==> src/hw/cpu_isa_pkg.sv <==
package cpu_isa_pkg;

  //////////////////////////////
  // field widths
  //////////////////////////////

  localparam int DATA_WIDTH    = 32;
  localparam int REG_ADDR_BITS = 5;
  localparam int IMM_BITS      = 16;
  localparam int OPCODE_BITS   = 6;
  localparam int SPARE_BITS    = DATA_WIDTH - OPCODE_BITS - 3 * REG_ADDR_BITS;

  //////////////////////////////
  // opcodes
  //////////////////////////////

  // all-zero word is a nop
  typedef enum logic [OPCODE_BITS-1:0] {
    OP_NOP  = 6'd0,
    OP_ADD  = 6'd1,
    OP_SUB  = 6'd2,
    OP_AND  = 6'd3,
    OP_OR   = 6'd4,
    OP_SLT  = 6'd5,
    OP_ADDI = 6'd6,
    OP_LW   = 6'd7,
    OP_SW   = 6'd8,
    OP_BEQ  = 6'd9,
    OP_BLT  = 6'd10,
    OP_J    = 6'd11
  } opcode_e;

  typedef enum logic [2:0] {
    ALU_ADD = 3'd0,
    ALU_SUB = 3'd1,
    ALU_AND = 3'd2,
    ALU_OR  = 3'd3,
    ALU_SLT = 3'd4
  } alu_op_e;

  //////////////////////////////
  // instruction layout
  //////////////////////////////

  // rd and spare double as the 16 bit immediate
  typedef struct packed {
    opcode_e                  opcode;
    logic [REG_ADDR_BITS-1:0] rs;
    logic [REG_ADDR_BITS-1:0] rt;
    logic [REG_ADDR_BITS-1:0] rd;
    logic [SPARE_BITS-1:0]    spare;
  } instr_t;

  function automatic logic [IMM_BITS-1:0] instr_imm(input instr_t instr);
    return instr[IMM_BITS-1:0];
  endfunction

endpackage
==> src/hw/cpu_pipe_pkg.sv <==
package cpu_pipe_pkg;

  import cpu_isa_pkg::*;

  // pc and branch targets come from the immediate field
  localparam int PC_BITS = IMM_BITS;

  //////////////////////////////
  // control and forwarding
  //////////////////////////////

  typedef struct packed {
    alu_op_e alu_op;
    logic    alu_src_imm;
    logic    reg_dst_rd;
    logic    reg_write;
    logic    mem_read;
    logic    mem_write;
    logic    branch_eq;
    logic    branch_lt;
    logic    jump;
  } ctrl_t;

  typedef enum logic [1:0] {
    FWD_REG    = 2'd0,
    FWD_EX_MEM = 2'd1,
    FWD_MEM_WB = 2'd2
  } fwd_sel_e;

  //////////////////////////////
  // stage registers
  //////////////////////////////

  typedef struct packed {
    logic [PC_BITS-1:0] pc;
    instr_t             instr;
  } if_id_t;

  typedef struct packed {
    ctrl_t                    ctrl;
    logic [DATA_WIDTH-1:0]    rs_data;
    logic [DATA_WIDTH-1:0]    rt_data;
    logic [REG_ADDR_BITS-1:0] rs;
    logic [REG_ADDR_BITS-1:0] rt;
    logic [REG_ADDR_BITS-1:0] rd;
    logic [IMM_BITS-1:0]      imm;
  } id_ex_t;

  typedef struct packed {
    logic                     reg_write;
    logic                     mem_read;
    logic                     mem_write;
    logic [DATA_WIDTH-1:0]    alu_result;
    logic [DATA_WIDTH-1:0]    store_data;
    logic [REG_ADDR_BITS-1:0] rd;
  } ex_mem_t;

  typedef struct packed {
    logic                     reg_write;
    logic                     mem_read;
    logic [DATA_WIDTH-1:0]    alu_result;
    logic [DATA_WIDTH-1:0]    load_data;
    logic [REG_ADDR_BITS-1:0] rd;
  } mem_wb_t;

  //////////////////////////////
  // external ports
  //////////////////////////////

  // one register write per valid cycle
  typedef struct packed {
    logic                     valid;
    logic [REG_ADDR_BITS-1:0] rd;
    logic [DATA_WIDTH-1:0]    data;
  } retire_t;

  typedef struct packed {
    logic               we;
    logic [PC_BITS-1:0] addr;
    instr_t             data;
  } imem_write_t;

endpackage

==> src/hw/execute_unit.sv <==
`timescale 1ns/100ps

module execute_unit
  import cpu_isa_pkg::*, cpu_pipe_pkg::*;
#(
  parameter int IMEM_ADDR_BITS = 8
) (
  input  logic                      clk,
  input  logic                      rst,
  input  if_id_t                    if_id,
  input  ctrl_t                     ctrl,
  input  logic [DATA_WIDTH-1:0]     rs_data,
  input  logic [DATA_WIDTH-1:0]     rt_data,
  input  logic                      stall,
  input  logic                      flush,
  input  fwd_sel_e                  fwd_a,
  input  fwd_sel_e                  fwd_b,
  input  logic [DATA_WIDTH-1:0]     wb_data,
  output id_ex_t                    id_ex,
  output ex_mem_t                   ex_mem,
  output logic                      branch_taken,
  output logic [IMEM_ADDR_BITS-1:0] branch_target
);

  logic [DATA_WIDTH-1:0] op_a;
  logic [DATA_WIDTH-1:0] op_b;
  logic [DATA_WIDTH-1:0] alu_b;
  logic [DATA_WIDTH-1:0] alu_result;
  logic                  zero;
  logic                  less;

  function automatic logic [DATA_WIDTH-1:0] pick_operand(
    input fwd_sel_e              sel,
    input logic [DATA_WIDTH-1:0] reg_val,
    input logic [DATA_WIDTH-1:0] ex_mem_val,
    input logic [DATA_WIDTH-1:0] mem_wb_val
  );
    case (sel)
      FWD_EX_MEM: return ex_mem_val;
      FWD_MEM_WB: return mem_wb_val;
      default:    return reg_val;
    endcase
  endfunction

  //////////////////////////////
  // ID/EX
  //////////////////////////////

  // bubble on load-use, squash on taken branch
  always_ff @(posedge clk) begin
    if (rst || stall || flush) begin
      id_ex <= '0;
    end else begin
      id_ex.ctrl    <= ctrl;
      id_ex.rs_data <= rs_data;
      id_ex.rt_data <= rt_data;
      id_ex.rs      <= if_id.instr.rs;
      id_ex.rt      <= if_id.instr.rt;
      id_ex.rd      <= ctrl.reg_dst_rd ? if_id.instr.rd : if_id.instr.rt;
      id_ex.imm     <= instr_imm(if_id.instr);
    end
  end

  //////////////////////////////
  // operands and ALU
  //////////////////////////////

  assign op_a  = pick_operand(fwd_a, id_ex.rs_data, ex_mem.alu_result, wb_data);
  assign op_b  = pick_operand(fwd_b, id_ex.rt_data, ex_mem.alu_result, wb_data);
  assign alu_b = id_ex.ctrl.alu_src_imm ? DATA_WIDTH'(id_ex.imm) : op_b;

  assign less = $signed(op_a) < $signed(alu_b);

  always_comb begin
    case (id_ex.ctrl.alu_op)
      ALU_ADD: alu_result = op_a + alu_b;
      ALU_SUB: alu_result = op_a - alu_b;
      ALU_AND: alu_result = op_a & alu_b;
      ALU_OR:  alu_result = op_a | alu_b;
      ALU_SLT: alu_result = DATA_WIDTH'(less);
      default: alu_result = op_a + alu_b;
    endcase
  end

  assign zero = (alu_result == '0);

  // absolute word target from the immediate
  assign branch_taken  = (id_ex.ctrl.branch_eq && zero) ||
                         (id_ex.ctrl.branch_lt && less) ||
                         id_ex.ctrl.jump;
  assign branch_target = IMEM_ADDR_BITS'(id_ex.imm);

  //////////////////////////////
  // EX/MEM
  //////////////////////////////

  always_ff @(posedge clk) begin
    if (rst) begin
      ex_mem <= '0;
    end else begin
      ex_mem.reg_write  <= id_ex.ctrl.reg_write;
      ex_mem.mem_read   <= id_ex.ctrl.mem_read;
      ex_mem.mem_write  <= id_ex.ctrl.mem_write;
      ex_mem.alu_result <= alu_result;
      ex_mem.store_data <= op_b;
      ex_mem.rd         <= id_ex.rd;
    end
  end

endmodule

==> config.mk <==
export PLATFORM = sky130hd
export DESIGN_NAME = execute_unit
export DESIGN_NICKNAME = d
export VERILOG_FILES = /design/src/hw/cpu_isa_pkg.sv /design/src/hw/cpu_pipe_pkg.sv /design/src/hw/execute_unit.sv
export SDC_FILE = /design/constraint.sdc
export NUM_CORES = 1
export LEC_CHECK = 0
export ABC_CLOCK_PERIOD_IN_PS = 9900
export BUFFER_PORTS_ARGS = -buffer_cell sky130_fd_sc_hd__buf_2
export CAP_MARGIN = 0
export CELL_PAD_IN_SITES_DETAIL_PLACEMENT = 0
export CELL_PAD_IN_SITES_GLOBAL_PLACEMENT = 1
export CORE_MARGIN = 8
export CORE_UTILIZATION = 40
export CTS_CLUSTER_DIAMETER = 60
export DETAILED_ROUTE_END_ITERATION = 8
export PLACE_DENSITY_LB_ADDON = 0.2
export SYNTH_ARGS = -nofsm -noshare
export SYNTH_HDL_FRONTEND = slang
export SYNTH_SLANG_ARGS = --single-unit
==> constraint.sdc <==
create_clock -name clk -period 9.9 [get_ports clk]
set_input_delay 0.99 -clock clk [delete_from_list [all_inputs] [get_ports clk]]
set_output_delay 0.99 -clock clk [all_outputs]
set_load 0.005 [all_outputs]
==> impl_results.html <==
<table>
<tr><th>Metric</th><th>Value</th></tr>
<tr><th colspan="2">STA</th></tr>
<tr><td>Final setup violation count</td><td>0</td></tr>
<tr><td>Final Cycle Share</td><td>82.8%</td></tr>
<tr><td>Number of pins with negative max-slew slack in the final report</td><td>0</td></tr>
<tr><td>Clock skew after layout</td><td>0.0122 ns</td></tr>
<tr><td>Number of hold violations in the final report</td><td>0</td></tr>
<tr><td>Sum Neg Setup Slack</td><td>0 ns</td></tr>
<tr><td>Max-slew headroom at the worst pin</td><td>33.3%</td></tr>
<tr><td>Final critical-path required period</td><td>8.20 ns</td></tr>
<tr><td>Unrepaired setup endpoints after global routing</td><td>no</td></tr>
<tr><td>Peak Freq</td><td>0.122 GHz</td></tr>
<tr><td>Transition time of the tightest slew-check pin</td><td>0.987 ns</td></tr>
<tr><th colspan="2">Synth</th></tr>
<tr><td>Synth Warn #</td><td>0</td></tr>
<tr><td>Register bit total from synthesis</td><td>178</td></tr>
<tr><td>EDFF count, synth</td><td>0</td></tr>
<tr><td>Post-synth net total</td><td>1752</td></tr>
<tr><td>Combinational family with the most area after synthesis</td><td>compound AO/OA/AOI/OAI gates</td></tr>
<tr><td>Area fraction in compound gates after synthesis</td><td>26.6%</td></tr>
<tr><td>Post-Synthesis Mean Instance Area</td><td>7.92 sq um</td></tr>
<tr><td>Cell taking the most area after synthesis</td><td>dfxtp_1</td></tr>
<tr><td>Count leader, synth</td><td>dfxtp_1</td></tr>
<tr><td>Xor-xnor portion of the synthesized cell area</td><td>0.595%</td></tr>
<tr><td>Adder-cell share of the synthesized area</td><td>11.0%</td></tr>
<tr><td>Ys async rst share</td><td>0%</td></tr>
<tr><td>Predominant post-synthesis flop cell</td><td>dfxtp_1</td></tr>
<tr><td>Top cells by count, synth</td><td>dfxtp_1, nor2_1, and2_1, a21oi_1, nand2_1</td></tr>
<tr><td>Area share of the leading cell type in the synthesized netlist</td><td>30.3%</td></tr>
<tr><td>Multiplexer share of the synthesized area</td><td>1.04%</td></tr>
<tr><td>Syn Inst Count</td><td>1487</td></tr>
<tr><td>Sequential cell area fraction in the yosys report</td><td>30.3%</td></tr>
<tr><td>Count of unique library cells instantiated by Yosys</td><td>90</td></tr>
<tr><td>Post-Syn Area</td><td>11800 sq um</td></tr>
<tr><td>Area share of and/or/nand/nor cells after synthesis</td><td>22.1%</td></tr>
<tr><td>Cells taking the most area after synthesis</td><td>dfxtp_1, ha_1, and2_1</td></tr>
<tr><th colspan="2">Routing</th></tr>
<tr><td>Routed WL per cell</td><td>22.9 microns</td></tr>
<tr><td>Count of unresolved DRC violations after routing</td><td>0</td></tr>
<tr><td>Number of vias per cell after detailed routing</td><td>5.62</td></tr>
<tr><td>Number of nets with antenna violations after detailed routing</td><td>0</td></tr>
<tr><td>Iteration-0 DRC count of the detailed router</td><td>1122</td></tr>
<tr><td>Number of iterations in the first detailed-routing pass</td><td>5</td></tr>
<tr><td>Routed via count</td><td>12100</td></tr>
<tr><td>Drt total wl</td><td>49300 microns</td></tr>
<tr><th colspan="2">Cells and area</th></tr>
<tr><td>Combined area of the multi-input logic cells</td><td>7250 sq um</td></tr>
<tr><td>Finished Layout Cells</td><td>2150</td></tr>
<tr><td>Fill cells</td><td>3043</td></tr>
<tr><td>Area growth, synth to finish</td><td>19.2%</td></tr>
<tr><td>Register cell area after layout</td><td>3560 sq um</td></tr>
<tr><td>Fraction of layout cells with a size suffix above 1</td><td>24.8%</td></tr>
<tr><td>Fin nets</td><td>2002</td></tr>
<tr><th colspan="2">Floorplanning</th></tr>
<tr><td>Area of the placeable core</td><td>29300 sq um</td></tr>
<tr><td>Die outline height</td><td>188 microns</td></tr>
<tr><td>Number of cell rows</td><td>63</td></tr>
<tr><td>Full die area</td><td>35200 sq um</td></tr>
<tr><td>Starting density of the core</td><td>40.2%</td></tr>
<tr><td>Ports placed on the boundary</td><td>350</td></tr>
<tr><td>Chip Width</td><td>188 microns</td></tr>
<tr><th colspan="2">Pwr</th></tr>
<tr><td>Power share of the combinational group</td><td>29.3%</td></tr>
<tr><td>Cell-internal power</td><td>1350 uW</td></tr>
<tr><td>Reported leakage power</td><td>0.00664 uW</td></tr>
<tr><td>Sequential share of power</td><td>37.3%</td></tr>
<tr><td>Net switching component of the power</td><td>721 uW</td></tr>
<tr><td>Clock network fraction of total power</td><td>33.4%</td></tr>
<tr><td>Power density cells</td><td>147 nW/um^2</td></tr>
<tr><td>Peak supply drop</td><td>0.000138 V</td></tr>
<tr><td>Net switching fraction of the power</td><td>34.9%</td></tr>
<tr><th colspan="2">Global route</th></tr>
<tr><td>Pin count of the biggest net entering global routing</td><td>88</td></tr>
<tr><td>Global-route wire length before repair</td><td>73300 microns</td></tr>
<tr><td>Global route total overflow</td><td>0</td></tr>
<tr><td>Overall Global Routing Usage</td><td>26.8%</td></tr>
<tr><td>Vias in the first global route</td><td>11900</td></tr>
<tr><td>Antenna violations before repair</td><td>10</td></tr>
<tr><th colspan="2">Clocking</th></tr>
<tr><td>TritonCTS clock tree</td><td>built</td></tr>
<tr><td>Sinks on Clock Net</td><td>178</td></tr>
<tr><td>CTS Buf Count</td><td>17</td></tr>
<tr><td>Worst-case clock buffer depth</td><td>2</td></tr>
<tr><td>Post-cts gate resize count</td><td>0</td></tr>
<tr><td>Postcts setup bufs</td><td>0</td></tr>
<tr><td>Clock latency of the later-clocked register in the worst-skew pair</td><td>0.44 ns</td></tr>
<tr><td>Hold-fix buffer count after cts</td><td>0</td></tr>
<tr><td>Root Buffer Master</td><td>clkbuf_16</td></tr>
<tr><td>CTS HTree Levels</td><td>4</td></tr>
<tr><td>Clock edge transition at the registers on the reported setup and hold paths</td><td>0.07 ns</td></tr>
<tr><th colspan="2">Critical path</th></tr>
<tr><td>Critical Path End Type</td><td>output pin</td></tr>
<tr><td>Category of the worst setup path launch point</td><td>input pin</td></tr>
<tr><td>Setup slack of the most critical reg-to-reg path</td><td>4.49 ns</td></tr>
<tr><td>Worst path arrival time</td><td>7.21 ns</td></tr>
<tr><td>Worst Path Class, Setup</td><td>in -&gt; out</td></tr>
<tr><td>Data required, critical path</td><td>8.91 ns</td></tr>
<tr><td>Master of the slowest instance on the critical path</td><td>o31ai_1</td></tr>
<tr><td>Critical-path cell list</td><td>buf_2 &gt; inv_1 &gt; ha_2 &gt; a22oi_1 &gt; nor2_1 &gt; a21oi_1 &gt; o21ai_0 &gt; ha_1 &gt; inv_1 &gt; fa_1 &gt; nor2b_4 &gt; o2111ai_2 &gt; a2111oi_4 &gt; a311o_2 &gt; a41oi_1 &gt; o31ai_1 &gt; a211o_1 &gt; o22ai_1 &gt; or4_1 &gt; nor4_1 &gt; a221o_1 &gt; buf_2</td></tr>
<tr><td>Largest stage delay, worst path</td><td>0.73 ns</td></tr>
<tr><td>Largest fanout on the critical path</td><td>32</td></tr>
<tr><th colspan="2">Placed design</th></tr>
<tr><td>DP Cell Count</td><td>2108</td></tr>
<tr><td>Weighted congestion at the end of routability-driven global placement</td><td>0.903</td></tr>
<tr><td>Buffers added on ports</td><td>327</td></tr>
<tr><td>Half-perimeter wire length after placement</td><td>39100 microns</td></tr>
<tr><th colspan="2">Min path</th></tr>
<tr><td>Hold Crit Class</td><td>reg -&gt; reg</td></tr>
<tr><th colspan="2">Status</th></tr>
<tr><td>Status</td><td>finished, final reports clean</td></tr>
<tr><th colspan="2">Run</th></tr>
<tr><td>Maximum Capacitance Violations</td><td>0</td></tr>
</table>
==> per-stage QoR <==
step | instance area (sq um) | setup WS (ns) | util [%] | hold WS [ns] | total power [uW]
finish | 14000 | 1.70 | 47.9 | 0.467 | 2070
CTS | 14000 | 1.78 | 47.8 | 0.468 | 2070
global route | 14000 | 1.19 | 47.9 | 0.481 | 2160
floorplan | 11800 | 3.18 | - | 0.462 | 1180
detailed placement | 13400 | 1.81 | 45.7 | 0.454 | 1380
global placement | 13400 | 1.89 | 45.7 | 0.446 | 1380
==> critical path, delay by kind of cell <==
kind	cells	cell delay, ns
AOI/OAI and AO/OA	11	3.36
and+or+nand+nor	4	1.10
buffers and inverters	4	0.34
adders and majority gates	3	1.39
==> logic make-up (layout without fill, tap and decap cells) <==
family / Yosys count / in the layout
XOR/XNOR: 8 / 8
AND/OR/NAND/NOR: 520 / 520
flip-flops: 178 / 178
other: 0 / 10
buffers and inverters: 210 / 473
AO/OA/AOI/OAI: 457 / 457
adder cells (fa/ha/maj): 102 / 102
multiplexers: 12 / 12
==> sequential cells by signal (all words and copies together), names as in the netlist <==
register       flops
branch_target      8
id_ex             98
ex_mem            72
==> power by group through the flow <==
| stage | combinational, uW | sequential (uW) | clock (uW) |
|---|---|---|---|
| after CTS | 595 | 770 | 703 |
| after global placement | 591 | 786 | 0 |
| after global routing | 657 | 774 | 732 |
| final | 605 | 771 | 691 |
| after floorplan | 397 | 783 | 0 |
| after detailed placement | 591 | 786 | 0 |
==> per-layer routing <==
layer | global-route usage (%) | vias up | share of wire, %
met4 | 8.27 | 0 | 1.8
li1 | - | 5724 | -
met2 | 42.6 | 503 | 46
met5 | 0 | - | 0
met3 | 6.78 | 44 | 7.7
met1 | 35.3 | 5819 | 44
==> worst paths after layout <==
check,start,endpoint,depth (start not counted)
worst max-delay path,fwd_b[0],branch_taken,22
worst min-delay path,id_ex[16]$_SDFF_PP0_,ex_mem[0]$_SDFF_PP0_,1
worst max register to register,id_ex[102]$_SDFF_PP0_,ex_mem[62]$_SDFF_PP0_,14
worst min register to register,id_ex[16]$_SDFF_PP0_,ex_mem[0]$_SDFF_PP0_,1
==> layout by cell type, fill, tap and decap left out, drive strengths merged, types with 19 or more instances in the layout <==
cell / netlist / final
nor2: 158 / 158
a21o: 20 / 20
dfxtp: 178 / 178
nor3: 25 / 25
a22oi: 67 / 67
and2: 115 / 115
buf: 30 / 340
nand2: 106 / 106
or2: 19 / 19
nor2b: 21 / 21
inv: 101 / 107
ha: 100 / 100
o21ai: 95 / 95
a21oi: 110 / 110
==> area by class of cell <==
type / count / share of cell area, %
Clock inverter: 15 / 1.24
Inverter: 101 / 2.70
Tap cell: 390 / 3.48
Clock buffer: 17 / 3.03
Sequential cell: 178 / 25.4
Antenna cell: 10 / 0.178
Multi-Input combinational cell: 1099 / 51.6
Timing Repair Buffer: 340 / 12.4
(Power assumes the default switching activity.)
