$ cat src/hw/cpu_isa_pkg.sv
package cpu_isa_pkg;

  //////////////////////////////
  // field widths
  //////////////////////////////

  localparam int DATA_WIDTH    = 32;
  localparam int REG_ADDR_BITS = 5;
  localparam int IMM_BITS      = 16;
  localparam int OPCODE_BITS   = 6;
  localparam int SPARE_BITS    = DATA_WIDTH - OPCODE_BITS - 3 * REG_ADDR_BITS;

  //////////////////////////////
  // opcodes
  //////////////////////////////

  // all-zero word is a nop
  typedef enum logic [OPCODE_BITS-1:0] {
    OP_NOP  = 6'd0,
    OP_ADD  = 6'd1,
    OP_SUB  = 6'd2,
    OP_AND  = 6'd3,
    OP_OR   = 6'd4,
    OP_SLT  = 6'd5,
    OP_ADDI = 6'd6,
    OP_LW   = 6'd7,
    OP_SW   = 6'd8,
    OP_BEQ  = 6'd9,
    OP_BLT  = 6'd10,
    OP_J    = 6'd11
  } opcode_e;

  typedef enum logic [2:0] {
    ALU_ADD = 3'd0,
    ALU_SUB = 3'd1,
    ALU_AND = 3'd2,
    ALU_OR  = 3'd3,
    ALU_SLT = 3'd4
  } alu_op_e;

  //////////////////////////////
  // instruction layout
  //////////////////////////////

  // rd and spare double as the 16 bit immediate
  typedef struct packed {
    opcode_e                  opcode;
    logic [REG_ADDR_BITS-1:0] rs;
    logic [REG_ADDR_BITS-1:0] rt;
    logic [REG_ADDR_BITS-1:0] rd;
    logic [SPARE_BITS-1:0]    spare;
  } instr_t;

  function automatic logic [IMM_BITS-1:0] instr_imm(input instr_t instr);
    return instr[IMM_BITS-1:0];
  endfunction

endpackage
$ cat src/hw/cpu_pipe_pkg.sv
package cpu_pipe_pkg;

  import cpu_isa_pkg::*;

  // pc and branch targets come from the immediate field
  localparam int PC_BITS = IMM_BITS;

  //////////////////////////////
  // control and forwarding
  //////////////////////////////

  typedef struct packed {
    alu_op_e alu_op;
    logic    alu_src_imm;
    logic    reg_dst_rd;
    logic    reg_write;
    logic    mem_read;
    logic    mem_write;
    logic    branch_eq;
    logic    branch_lt;
    logic    jump;
  } ctrl_t;

  typedef enum logic [1:0] {
    FWD_REG    = 2'd0,
    FWD_EX_MEM = 2'd1,
    FWD_MEM_WB = 2'd2
  } fwd_sel_e;

  //////////////////////////////
  // stage registers
  //////////////////////////////

  typedef struct packed {
    logic [PC_BITS-1:0] pc;
    instr_t             instr;
  } if_id_t;

  typedef struct packed {
    ctrl_t                    ctrl;
    logic [DATA_WIDTH-1:0]    rs_data;
    logic [DATA_WIDTH-1:0]    rt_data;
    logic [REG_ADDR_BITS-1:0] rs;
    logic [REG_ADDR_BITS-1:0] rt;
    logic [REG_ADDR_BITS-1:0] rd;
    logic [IMM_BITS-1:0]      imm;
  } id_ex_t;

  typedef struct packed {
    logic                     reg_write;
    logic                     mem_read;
    logic                     mem_write;
    logic [DATA_WIDTH-1:0]    alu_result;
    logic [DATA_WIDTH-1:0]    store_data;
    logic [REG_ADDR_BITS-1:0] rd;
  } ex_mem_t;

  typedef struct packed {
    logic                     reg_write;
    logic                     mem_read;
    logic [DATA_WIDTH-1:0]    alu_result;
    logic [DATA_WIDTH-1:0]    load_data;
    logic [REG_ADDR_BITS-1:0] rd;
  } mem_wb_t;

  //////////////////////////////
  // external ports
  //////////////////////////////

  // one register write per valid cycle
  typedef struct packed {
    logic                     valid;
    logic [REG_ADDR_BITS-1:0] rd;
    logic [DATA_WIDTH-1:0]    data;
  } retire_t;

  typedef struct packed {
    logic               we;
    logic [PC_BITS-1:0] addr;
    instr_t             data;
  } imem_write_t;

endpackage

$ cat src/hw/pipeline_control.sv
`timescale 1ns/100ps

module pipeline_control
  import cpu_isa_pkg::*, cpu_pipe_pkg::*;
(
  input  logic     clk,
  input  logic     rst,
  input  if_id_t   if_id,
  input  id_ex_t   id_ex,
  input  ex_mem_t  ex_mem,
  input  mem_wb_t  mem_wb,
  input  logic     branch_taken,
  output ctrl_t    ctrl,
  output logic     stall,
  output logic     flush,
  output fwd_sel_e fwd_a,
  output fwd_sel_e fwd_b
);

  logic stall_release;
  logic uses_rs;
  logic uses_rt;
  logic load_use;

  // EX/MEM beats MEM/WB, loads in EX/MEM are covered by the stall
  function automatic fwd_sel_e pick_source(
    input logic [REG_ADDR_BITS-1:0] src,
    input ex_mem_t                  em,
    input mem_wb_t                  mw
  );
    if (src == '0) begin
      return FWD_REG;
    end
    if (em.reg_write && em.rd == src) begin
      return em.mem_read ? FWD_REG : FWD_EX_MEM;
    end
    if (mw.reg_write && mw.rd == src) begin
      return FWD_MEM_WB;
    end
    return FWD_REG;
  endfunction

  //////////////////////////////
  // decode
  //////////////////////////////

  always_comb begin
    ctrl = '0;
    case (if_id.instr.opcode)
      OP_ADD, OP_SUB, OP_AND, OP_OR, OP_SLT: begin
        ctrl.reg_dst_rd = 1'b1;
        ctrl.reg_write  = 1'b1;
        case (if_id.instr.opcode)
          OP_SUB:  ctrl.alu_op = ALU_SUB;
          OP_AND:  ctrl.alu_op = ALU_AND;
          OP_OR:   ctrl.alu_op = ALU_OR;
          OP_SLT:  ctrl.alu_op = ALU_SLT;
          default: ctrl.alu_op = ALU_ADD;
        endcase
      end
      OP_ADDI: begin
        ctrl.alu_src_imm = 1'b1;
        ctrl.reg_write   = 1'b1;
      end
      OP_LW: begin
        ctrl.alu_src_imm = 1'b1;
        ctrl.reg_write   = 1'b1;
        ctrl.mem_read    = 1'b1;
      end
      OP_SW: begin
        ctrl.alu_src_imm = 1'b1;
        ctrl.mem_write   = 1'b1;
      end
      OP_BEQ: begin
        ctrl.alu_op    = ALU_SUB;
        ctrl.branch_eq = 1'b1;
      end
      OP_BLT: begin
        ctrl.alu_op    = ALU_SUB;
        ctrl.branch_lt = 1'b1;
      end
      OP_J:    ctrl.jump = 1'b1;
      default: ctrl = '0;
    endcase
  end

  //////////////////////////////
  // hazards
  //////////////////////////////

  // rt is a source for R-type, stores and branches
  assign uses_rs = !ctrl.jump;
  assign uses_rt = (!ctrl.alu_src_imm || ctrl.mem_write) && !ctrl.jump;

  assign load_use = id_ex.ctrl.mem_read && (id_ex.rd != '0) &&
                    ((uses_rs && id_ex.rd == if_id.instr.rs) ||
                     (uses_rt && id_ex.rd == if_id.instr.rt));

  assign stall = load_use && !stall_release && !branch_taken;
  assign flush = branch_taken;

  // set for the cycle after a bubble went in
  always_ff @(posedge clk) begin
    if (rst) begin
      stall_release <= 1'b0;
    end else begin
      stall_release <= stall;
    end
  end

  assign fwd_a = pick_source(id_ex.rs, ex_mem, mem_wb);
  assign fwd_b = pick_source(id_ex.rt, ex_mem, mem_wb);

endmodule

$ cat config.mk
export PLATFORM = sky130hd
export DESIGN_NAME = pipeline_control
export DESIGN_NICKNAME = d
export VERILOG_FILES = /design/src/hw/cpu_isa_pkg.sv /design/src/hw/cpu_pipe_pkg.sv /design/src/hw/pipeline_control.sv
export SDC_FILE = /design/constraint.sdc
export NUM_CORES = 1
export LEC_CHECK = 0
export BUFFER_PORTS_ARGS = -buffer_cell sky130_fd_sc_hd__buf_2
export CAP_MARGIN = 0
export CORE_AREA = 10 10 114 116
export DETAILED_ROUTE_END_ITERATION = 10
export DIE_AREA = 0 0 124 126
export PLACE_DENSITY = 0.47
export SLEW_MARGIN = 30
export SYNTH_ARGS = -nofsm -noshare
export SYNTH_HDL_FRONTEND = slang
export SYNTH_SLANG_ARGS = --single-unit
$ cat constraint.sdc
create_clock -name clk -period 1.4 [get_ports clk]
set_input_delay 0.28 -clock clk [delete_from_list [all_inputs] [get_ports clk]]
set_output_delay 0.28 -clock clk [all_outputs]
set_load 0.02 [all_outputs]
==> results of run 1 <==
[worst max-delay path, stage by stage]
cell	delay, ns
buf_6	0.09
or4b_4	0.58
o22ai_2	0.16
or4b_4	0.15
nor2_4	0.04
buf_6	0.13
[worst max path at each step]
| stage | startpoint | endpoint | slack, ns | depth (start not counted) |
|---|---|---|---|---|
| detailed placement | if_id[29] | stall | -0.38 | 6 |
| CTS | if_id[30] | stall | -0.32 | 6 |
| floorplan | if_id[31] | ctrl[7] | -0.21 | 3 |
| global route | if_id[31] | stall | -0.35 | 6 |
| finish | if_id[31] | stall | -0.31 | 6 |
| global placement | if_id[29] | stall | -0.37 | 6 |
[cell families after synthesis]
kind of cell,Yosys count,share of synthesized area (%)
AOI/OAI and AO/OA,7,8.25
DFF,1,3.30
and+or+nand+nor,43,41.4
buffers and inverters,5,3.71
xor gates and xnor gates,30,43.3
[power breakdown]
part / switching, mW / total, mW / internal [mW]
combinational: 0.194 / 0.449 / 0.255
sequential: 0.0000913 / 0.0295 / 0.0294
clock: 0 / 0 / 0
total: 0.194 / 0.478 / 0.284
[layout make-up]
| type | instances | area [µm²] | share of cell area, % |
|---|---|---|---|
| inverters | 2 | 7.51 | 0.405 |
| multi-input cells | 80 | 771 | 41.6 |
| flip-flops and latches | 1 | 20.0 | 1.08 |
| well taps | 140 | 175 | 9.45 |
| repair buffers | 108 | 881 | 47.5 |
[metal layers]
metal  part of all wire, %  vias to the layer above
met4                  0.98                        0
met5                     0                        -
met3                   5.3                        4
met1                    36                      483
li1                      -                      520
met2                    57                       25
[repair_timing]
action	CTS	global route
pin swaps	21	10
buffers inserted	10	0
hold buffers	0	0
setup endpoints to repair	17	17
resized for setup	61	25
[cell usage in the layout, fill, tap and decap left out, drive strengths merged]
| cell | n |
|---|---|
| nand2 | 1 |
| a211oi | 1 |
| o21ai | 1 |
| nor2 | 12 |
| buf | 108 |
| nand3 | 3 |
| and4 | 2 |
| inv | 2 |
| nor3b | 1 |
| o311a | 1 |
| a311oi | 1 |
| nand4 | 2 |
| a22oi | 1 |
| nand2b | 2 |
| xor2 | 18 |
| or3 | 1 |
| and3 | 1 |
| dfxtp | 1 |
| nor4 | 3 |
| o22ai | 1 |
| a21oi | 1 |
| or4 | 3 |
| nor3 | 9 |
| nor2b | 1 |
| xnor2 | 12 |
| or4b | 2 |
[through the flow]
stage | setup TNS [ns] | utilization [%]
floorplan | -0.852 | -
global placement | -4.18 | 13.8
detailed placement | -4.24 | 13.8
CTS | -3.77 | 16.5
global route | -4.15 | 17.3
finish | -3.51 | 17.3
==> results.md, run 1 <==
- Status: finished, violations left
- Failing checks: setup timing
- PnR Total Power: 0.478 mW
- Die area: 0.0156 mm²
- Cell count after placement: 323
- Max reg flops: 1
- Final period util: 122%
- Top cells by area, synth: xor2_1 26%, xnor2_1 17%, nor2_1 7.4%
- Reg with most FFs: stall_release
- Vias per std cell: 3.12
- Routed WL per cell: 11.4 µm
- Max-cap violations: 0
- Post-layout min period: 1.71 ns
- Setup Skew: 0 ns
- Grt ovf: 0
- Most frequent cell after synthesis: xor2_1
- Fin cells: 331
- Worst-path clk slew: 0 ns
- Final slew viol count: 0
- Syn_nets: 386
- Vias in the first global route: 1,158
- Worst hold path cell count: 2
- Post-DP HPWL: 3300 µm
- Met3 usage: 0.536%
- Worst skew pair latency: 0 ns
- Synth Warn #: 0
- Routed WL: 3760 µm
- GRT Total Usage: 4.38%
- Post-synth top area share: 26.0%
- Mapped Avg Cell Area: 7.06 µm²
- CP endpoint kind: output pin
- Worst Setup Slack, final: -0.314 ns
- Reg2Reg Depth: 4
- Top FF cell, synth: dfxtp_1
- Initial antenna violation count: 0
- Critical path class: input pin to output pin
- Async S/R FF share, synth: 0%
- Final setup viols: 16
- Largest net degree at the start of global routing: 8
- First drt pass iteration count: 2
- CORE AREA: 0.0107 mm²
- Die W: 124 µm
- CP required: 1.12 ns
- Filler cell count: 1,206
- Global-route wire length before repair: 5790 µm
- Pwr Density: 258 mW/mm²
- Post-synth top area cell: xor2_1
- Grt met2 use: 8.79%
- NumNets Final: 493
- Row count: 38
- Final Instance Area: 0.00185 mm²
- Fmax: 583 MHz
- Setup crit start kind: input pin
- GR peak layer: met2
- Synth Cell Area: 607 µm²
- Largest regs: stall_release (1)
- Hold_ws: 0.448 ns
- Hold path start: rst
- Setup WS pre-CTS: -0.383 ns
- Number of flops mapped to enable cells by yosys: 0
- Worst R2R Start: stall_release$_SDFF_PP0_
- Worst Max-Slew Pin Slew: 0.273 ns
- Leakage power: 0.785 nW
- Reg2reg setup slack: 0.10 ns
- I/O pin cnt: 317
- RSZ-0062 raised after global routing: true
- Antenna Cells: 0
- Routability Congestion: 0.763
- Slew HR: 81.8%
- Final hold vios: 0
- Worst hold-check path type: input pin to register
- Netlist cell types: 28
- Starting Density: 5.67%
- Layout area overhead: 206%
- Sequential share of the synthesized area: 3.30%
- Input/output buffers: 64
- Max Fanout on Critical Path: 4
- Worst ir drop on vdd: 0.0732 mV
- WHS Endpoint: stall_release$_SDFF_PP0_
- Routed vias: 1,032
- Met1 usage: 4.92%
- Layout cells sized above 1: 74.9%
- Area after DPL: 0.00147 mm²
- Vert. Die Dim: 126 µm
- Arr. time, crit path: 1.43 ns
- Terminus of the critical flop-to-flop path: stall_release$_SDFF_PP0_
- Top post-synthesis cells by count: 18 x xor2_1, 12 x nor2_1, 12 x xnor2_1, 8 x nor3_1
- FF+latch count, synth: 1
- DRC viols: 0
- First DRT Iteration DRCs: 35
- Post-route ant nets: 0
- Post-synthesis cell count: 86
(Power assumes the default switching activity.)
==> run 2, diff against run 1 <==
--- a/config.mk
+++ b/config.mk
@@ -10,6 +10,7 @@
 export CORE_AREA = 10 10 114 116
 export DETAILED_ROUTE_END_ITERATION = 10
 export DIE_AREA = 0 0 124 126
+export MAX_ROUTING_LAYER = met4
 export PLACE_DENSITY = 0.47
 export SLEW_MARGIN = 30
 export SYNTH_ARGS = -nofsm -noshare
==> results.md, run 2 (synthesized netlist as in run 1, its figures left out) <==
- Worst ir drop on vdd: 0.0735 mV (+0.51%)
- Initial antenna violation count: 0 (unchanged)
- Worst Max-Slew Pin Slew: 0.273 ns (unchanged)
- GRT Total Usage: 4.50% (+0.12 points)
- Routed WL: 3760 µm (about the same)
- Global-route wire length before repair: 5790 µm (unchanged)
- Failing checks: setup timing
- Final slew viol count: 0 (unchanged)
- Vias in the first global route: 1,158 (unchanged)
- Final hold vios: 0 (unchanged)
- Final setup viols: 16 (unchanged)
- Routability Congestion: 0.773 (+1.3%)
- Setup crit start kind: input pin
- Routed WL per cell: 11.4 µm (about the same)
- Pwr Density: 258 mW/mm² (about the same)
- Starting Density: 5.67% (unchanged)
- Post-route ant nets: 0 (unchanged)
- I/O pin cnt: 317 (unchanged)
- Vert. Die Dim: 126 µm (unchanged)
- Filler cell count: 1,206 (unchanged)
- Largest net degree at the start of global routing: 8 (unchanged)
- Worst hold path cell count: 2 (unchanged)
- Reg with most FFs: stall_release
- Leakage power: 0.785 nW (unchanged)
- Grt ovf: 0 (unchanged)
- CP endpoint kind: output pin
- Row count: 38 (unchanged)
- Fin cells: 331 (unchanged)
- Worst Setup Slack, final: -0.314 ns (unchanged)
- Layout area overhead: 206% (unchanged)
- Vias per std cell: 3.12 (unchanged)
- Cell count after placement: 323 (unchanged)
- Setup Skew: 0 ns (unchanged)
- Top Layer Used: met4
- Largest regs: stall_release (1)
- Reg2Reg Depth: 4 (unchanged)
- Met2 WL post-DR: 2160 µm (unchanged)
- WHS Endpoint: stall_release$_SDFF_PP0_
- First drt pass iteration count: 2 (unchanged)
- Met1 Routed Length: 1430 µm (+4.9%)
- NumNets Final: 493 (unchanged)
- DRC viols: 0 (unchanged)
- Worst hold-check path type: input pin to register
- Met3 WL post-DR: 134 µm (-32%)
- Post-layout min period: 1.71 ns (unchanged)
- RSZ-0062 raised after global routing: true
- Layout cells sized above 1: 74.9% (unchanged)
- Terminus of the critical flop-to-flop path: stall_release$_SDFF_PP0_
- Slew HR: 81.8% (unchanged)
- Max reg flops: 1 (unchanged)
- Final period util: 122% (unchanged)
- Max-cap violations: 0 (unchanged)
- CORE AREA: 0.0107 mm² (unchanged)
- Critical path class: input pin to output pin
- Die W: 124 µm (unchanged)
- Area after DPL: 0.00147 mm² (unchanged)
- Hold_ws: 0.448 ns (unchanged)
- Worst-path clk slew: 0 ns (unchanged)
- Commonest non-fill, non-tap cells in the layout: 35 x buf_2, 35 x buf_4, 34 x buf_6, 18 x xor2_1, 11 x xnor2_1
- Worst R2R Start: stall_release$_SDFF_PP0_
- Worst skew pair latency: 0 ns (unchanged)
- Status: finished, violations left
- First DRT Iteration DRCs: 35 (unchanged)
- Post-DP HPWL: 3300 µm (unchanged)
- Antenna Cells: 0 (unchanged)
- Final Instance Area: 0.00185 mm² (unchanged)
- Max Fanout on Critical Path: 4 (unchanged)
- Hold path start: rst
- Setup WS pre-CTS: -0.383 ns (unchanged)
- Die area: 0.0156 mm² (unchanged)
- Routed vias: 1,032 (unchanged)
- Post-cts hold buffer count: 0 (unchanged)
- CP required: 1.12 ns (about the same)
- Input/output buffers: 64 (unchanged)
- Arr. time, crit path: 1.43 ns (about the same)
- Fmax: 583 MHz (unchanged)
- Reg2reg setup slack: 0.10 ns (about the same)
## run 2: cell counts in the layout (fill, tap and decap cells not counted)
Identical to the previous run, type by type.
## run 2: timing repair
| action | in CTS | in global routing |
|---|---|---|
| gates resized for setup | 61 | 25 |
| setup endpoints to repair | 17 | 17 |
| setup buffers | 10 | 0 |
| endpoints found under the hold margin | 0 | 0 |
| pin swaps | 21 | 10 |
## run 2: how the worst max path moves through the flow
stage          slack (ns)       from      end  cells past startpoint
6_report            -0.31  if_id[31]    stall                      6
5_1_grt             -0.35  if_id[31]    stall                      6
4_1_cts             -0.32  if_id[30]    stall                      6
3_5_place_dp        -0.38  if_id[29]    stall                      6
3_3_place_gp        -0.37  if_id[29]    stall                      6
2_1_floorplan       -0.21  if_id[31]  ctrl[7]                      3
## run 2: layout make-up
class | instances | area (µm²) | area share (%)
inverters | 2 | 7.51 | 0.405
multi-input cells | 80 | 771 | 41.6
well taps | 140 | 175 | 9.45
repair buffers | 108 | 881 | 47.5
flip-flops and latches | 1 | 20.0 | 1.08
## run 2: critical path, cell delays in order
cell and delay (ns):
buf_6 0.09, or4b_4 0.58, o22ai_2 0.16, or4b_4 0.15, nor2_4 0.04, buf_6 0.13
## run 2: where the power goes
group,switching (mW),internal (mW),total (mW)
registers,0.0000913,0.0294,0.0295
logic,0.194,0.255,0.449
clock network,0,0,0
total,0.194,0.284,0.478
## run 2: stage by stage
step | util (%) | TNS (ns) | total power [mW]
after CTS | 16.5 | -3.77 | 0.450
after detailed placement | 13.8 | -4.24 | 0.380
after global routing | 17.3 | -4.15 | 0.512
final | 17.3 | -3.51 | 0.478
after floorplan | - | -0.852 | 0.175
after global placement | 13.8 | -4.18 | 0.379
## run 2: routing by layer
layer / up-vias / GRT usage, %
met4: 0 / 0.0678
met1: 483 / 5.13
met5: - / -
li1: 520 / -
met3: 4 / 0.179
met2: 25 / 8.79
==> run 3, diff against run 2 <==
--- a/config.mk
+++ b/config.mk
@@ -12,7 +12,9 @@
 export DIE_AREA = 0 0 124 126
 export MAX_ROUTING_LAYER = met4
 export PLACE_DENSITY = 0.47
+export SKIP_CTS_REPAIR_TIMING = 1
 export SLEW_MARGIN = 30
 export SYNTH_ARGS = -nofsm -noshare
 export SYNTH_HDL_FRONTEND = slang
 export SYNTH_SLANG_ARGS = --single-unit
+export TNS_END_PERCENT = 5
==> results.md, run 3 (synthesized netlist as in run 1, its figures left out) <==
- Post-DP HPWL: 3480 µm (+5.5%)
- Worst ir drop on vdd: 0.0897 mV (+22%)
- Routed WL: 3660 µm (-2.6%)
- RSZ-0062 raised after global routing: true
- Critical path class: input pin to output pin
- Sw Ratio: 43.3% (+2.7 points)
- Routed WL per cell: 11.5 µm (+1.1%)
- CP endpoint kind: output pin
- Max reg flops: 1 (unchanged)
- Slew HR: 83.0% (+1.2 points)
- Status: finished, violations left
- Setup crit start kind: input pin
- Die W: 124 µm (unchanged)
- Worst Max-Slew Pin Slew: 0.254 ns (-0.0192 ns)
- Fmax: 563 MHz (-3.4%)
- Final slew viol count: 0 (unchanged)
- Vias in the first global route: 1,042 (-10%)
- Max-cap violations: 0 (unchanged)
- I/O pin cnt: 317 (unchanged)
- Worst Setup Slack, final: -0.375 ns (-0.0607 ns)
- GRT Total Usage: 4.34% (-0.16 points)
- Starting Density: 5.67% (unchanged)
- Leakage power: 0.653 nW (-17%)
- Layout area overhead: 139%
- Setup TNS: -4.13 ns (-0.621 ns)
- DRC viols: 0 (unchanged)
- Layout cells sized above 1: 63.8% (-11 points)
- Worst skew pair latency: 0 ns (unchanged)
- Final setup viols: 17 (+1)
- Routability Congestion: 0.771 (-0.23%)
- Largest regs: stall_release (1)
- Pwr Density: 254 mW/mm² (-1.7%)
- Worst-path clk slew: 0 ns (unchanged)
- Max Fanout on Critical Path: 4 (unchanged)
- Vias per std cell: 2.98 (-4.5%)
- Arr. time, crit path: 1.50 ns (+0.07 ns)
- Finished Core Util: 13.6% (-3.8 points)
- Final period util: 127% (+4.3 points)
- Sequential power share: 8.0% (+1.8 points)
- Grt ovf: 0 (unchanged)
- Initial antenna violation count: 2 (+2)
- CP required: 1.12 ns (about the same)
- Commonest non-fill, non-tap cells in the layout: 55 x buf_2, 34 x buf_4, 18 x xor2_1, 12 x xnor2_1, 9 x nor2_1
- Largest net degree at the start of global routing: 9 (+1)
- Reg with most FFs: stall_release
- Die area: 0.0156 mm² (unchanged)
- Setup Skew: 0 ns (unchanged)
- Filler cell count: 1,240 (+2.8%)
- First drt pass iteration count: 4 (+2)
- Failing checks: setup timing
- Post-route ant nets: 0 (unchanged)
- Final hold vios: 0 (unchanged)
- Logic pwr share: 92.0% (-1.8 points)
- Net switching power: 0.159 mW (-18%)
- First DRT Iteration DRCs: 20 (-43%)
- Most common cell after layout, fill and taps aside: buf_2
- PnR Total Power: 0.368 mW (-23%)
- Vert. Die Dim: 126 µm (unchanged)
- Post-layout min period: 1.78 ns (+0.0607 ns)
- Setup WS pre-CTS: -0.421 ns (-0.0387 ns)
- Routed vias: 950 (-7.9%)
- Worst hold-check path type: input pin to register
- Internal power: 0.209 mW (-27%)
- Global-route wire length before repair: 5470 µm (-5.5%)
- Clk pwr share: 0% (unchanged)
- CORE AREA: 0.0107 mm² (unchanged)
- Row count: 38 (unchanged)
- NumNets Final: 479 (-2.8%)
- Input/output buffers: 64 (unchanged)
## run 3: critical path, cell delays in order
cell and delay [ns]:
buf_2 0.11, or4b_4 0.57, buf_6 0.16, nor3_4 0.11, nand2b_2 0.15, buf_6 0.12
## run 3: worst paths after layout
check | slack, ns | from | to | cells after the start
worst min register to register | 0.61 | stall_release$_SDFF_PP0_ | stall_release$_SDFF_PP0_ | 3
worst max register to register | 0.23 | stall_release$_SDFF_PP0_ | stall_release$_SDFF_PP0_ | 3
worst min-delay path | 0.45 | rst | stall_release$_SDFF_PP0_ | 2
worst max-delay path | -0.38 | if_id[30] | ctrl[7] | 6
## run 3: layout make-up
class | instances | area (µm²) | share of cell area [%]
inverter | 2 | 7.51 | 0.517
antenna | 2 | 5.00 | 0.345
sequential | 1 | 20.0 | 1.38
multi-input combinational | 80 | 657 | 45.3
tap | 140 | 175 | 12.1
timing repair buffer | 94 | 587 | 40.4
## run 3: per-layer routing
layer | wire (µm) | share of wire, % | global-route usage [%] | vias up
met4 | 0 | 0 | 0.0678 | 0
met1 | 1720 | 47 | 5.81 | 400
met2 | 1420 | 39 | 6.42 | 58
li1 | - | - | - | 492
met3 | 524 | 14 | 1.65 | 0
met5 | 0 | 0 | - | -
## run 3: power groups by stage
| stage | clock network (mW) | registers (mW) | logic [mW] |
|---|---|---|---|
| 5_1_grt | 0.000000191 | 0.0295 | 0.371 |
| 3_3_place_gp | 0 | 0.0295 | 0.324 |
| 3_5_place_dp | 0 | 0.0295 | 0.325 |
| 4_1_cts | 0 | 0.0295 | 0.327 |
| 6_report | 0.000000191 | 0.0294 | 0.339 |
| 2_1_floorplan | 0 | 0.0294 | 0.135 |
## run 3: through the flow
stage               area (µm²)  hold slack (ns)  instances
detailed placement        1370            0.455        317
floorplan                  661            0.349         86
global placement          1370            0.450        317
CTS                       1370            0.455        317
finish                    1450            0.452        319
global route              1450            0.469        319
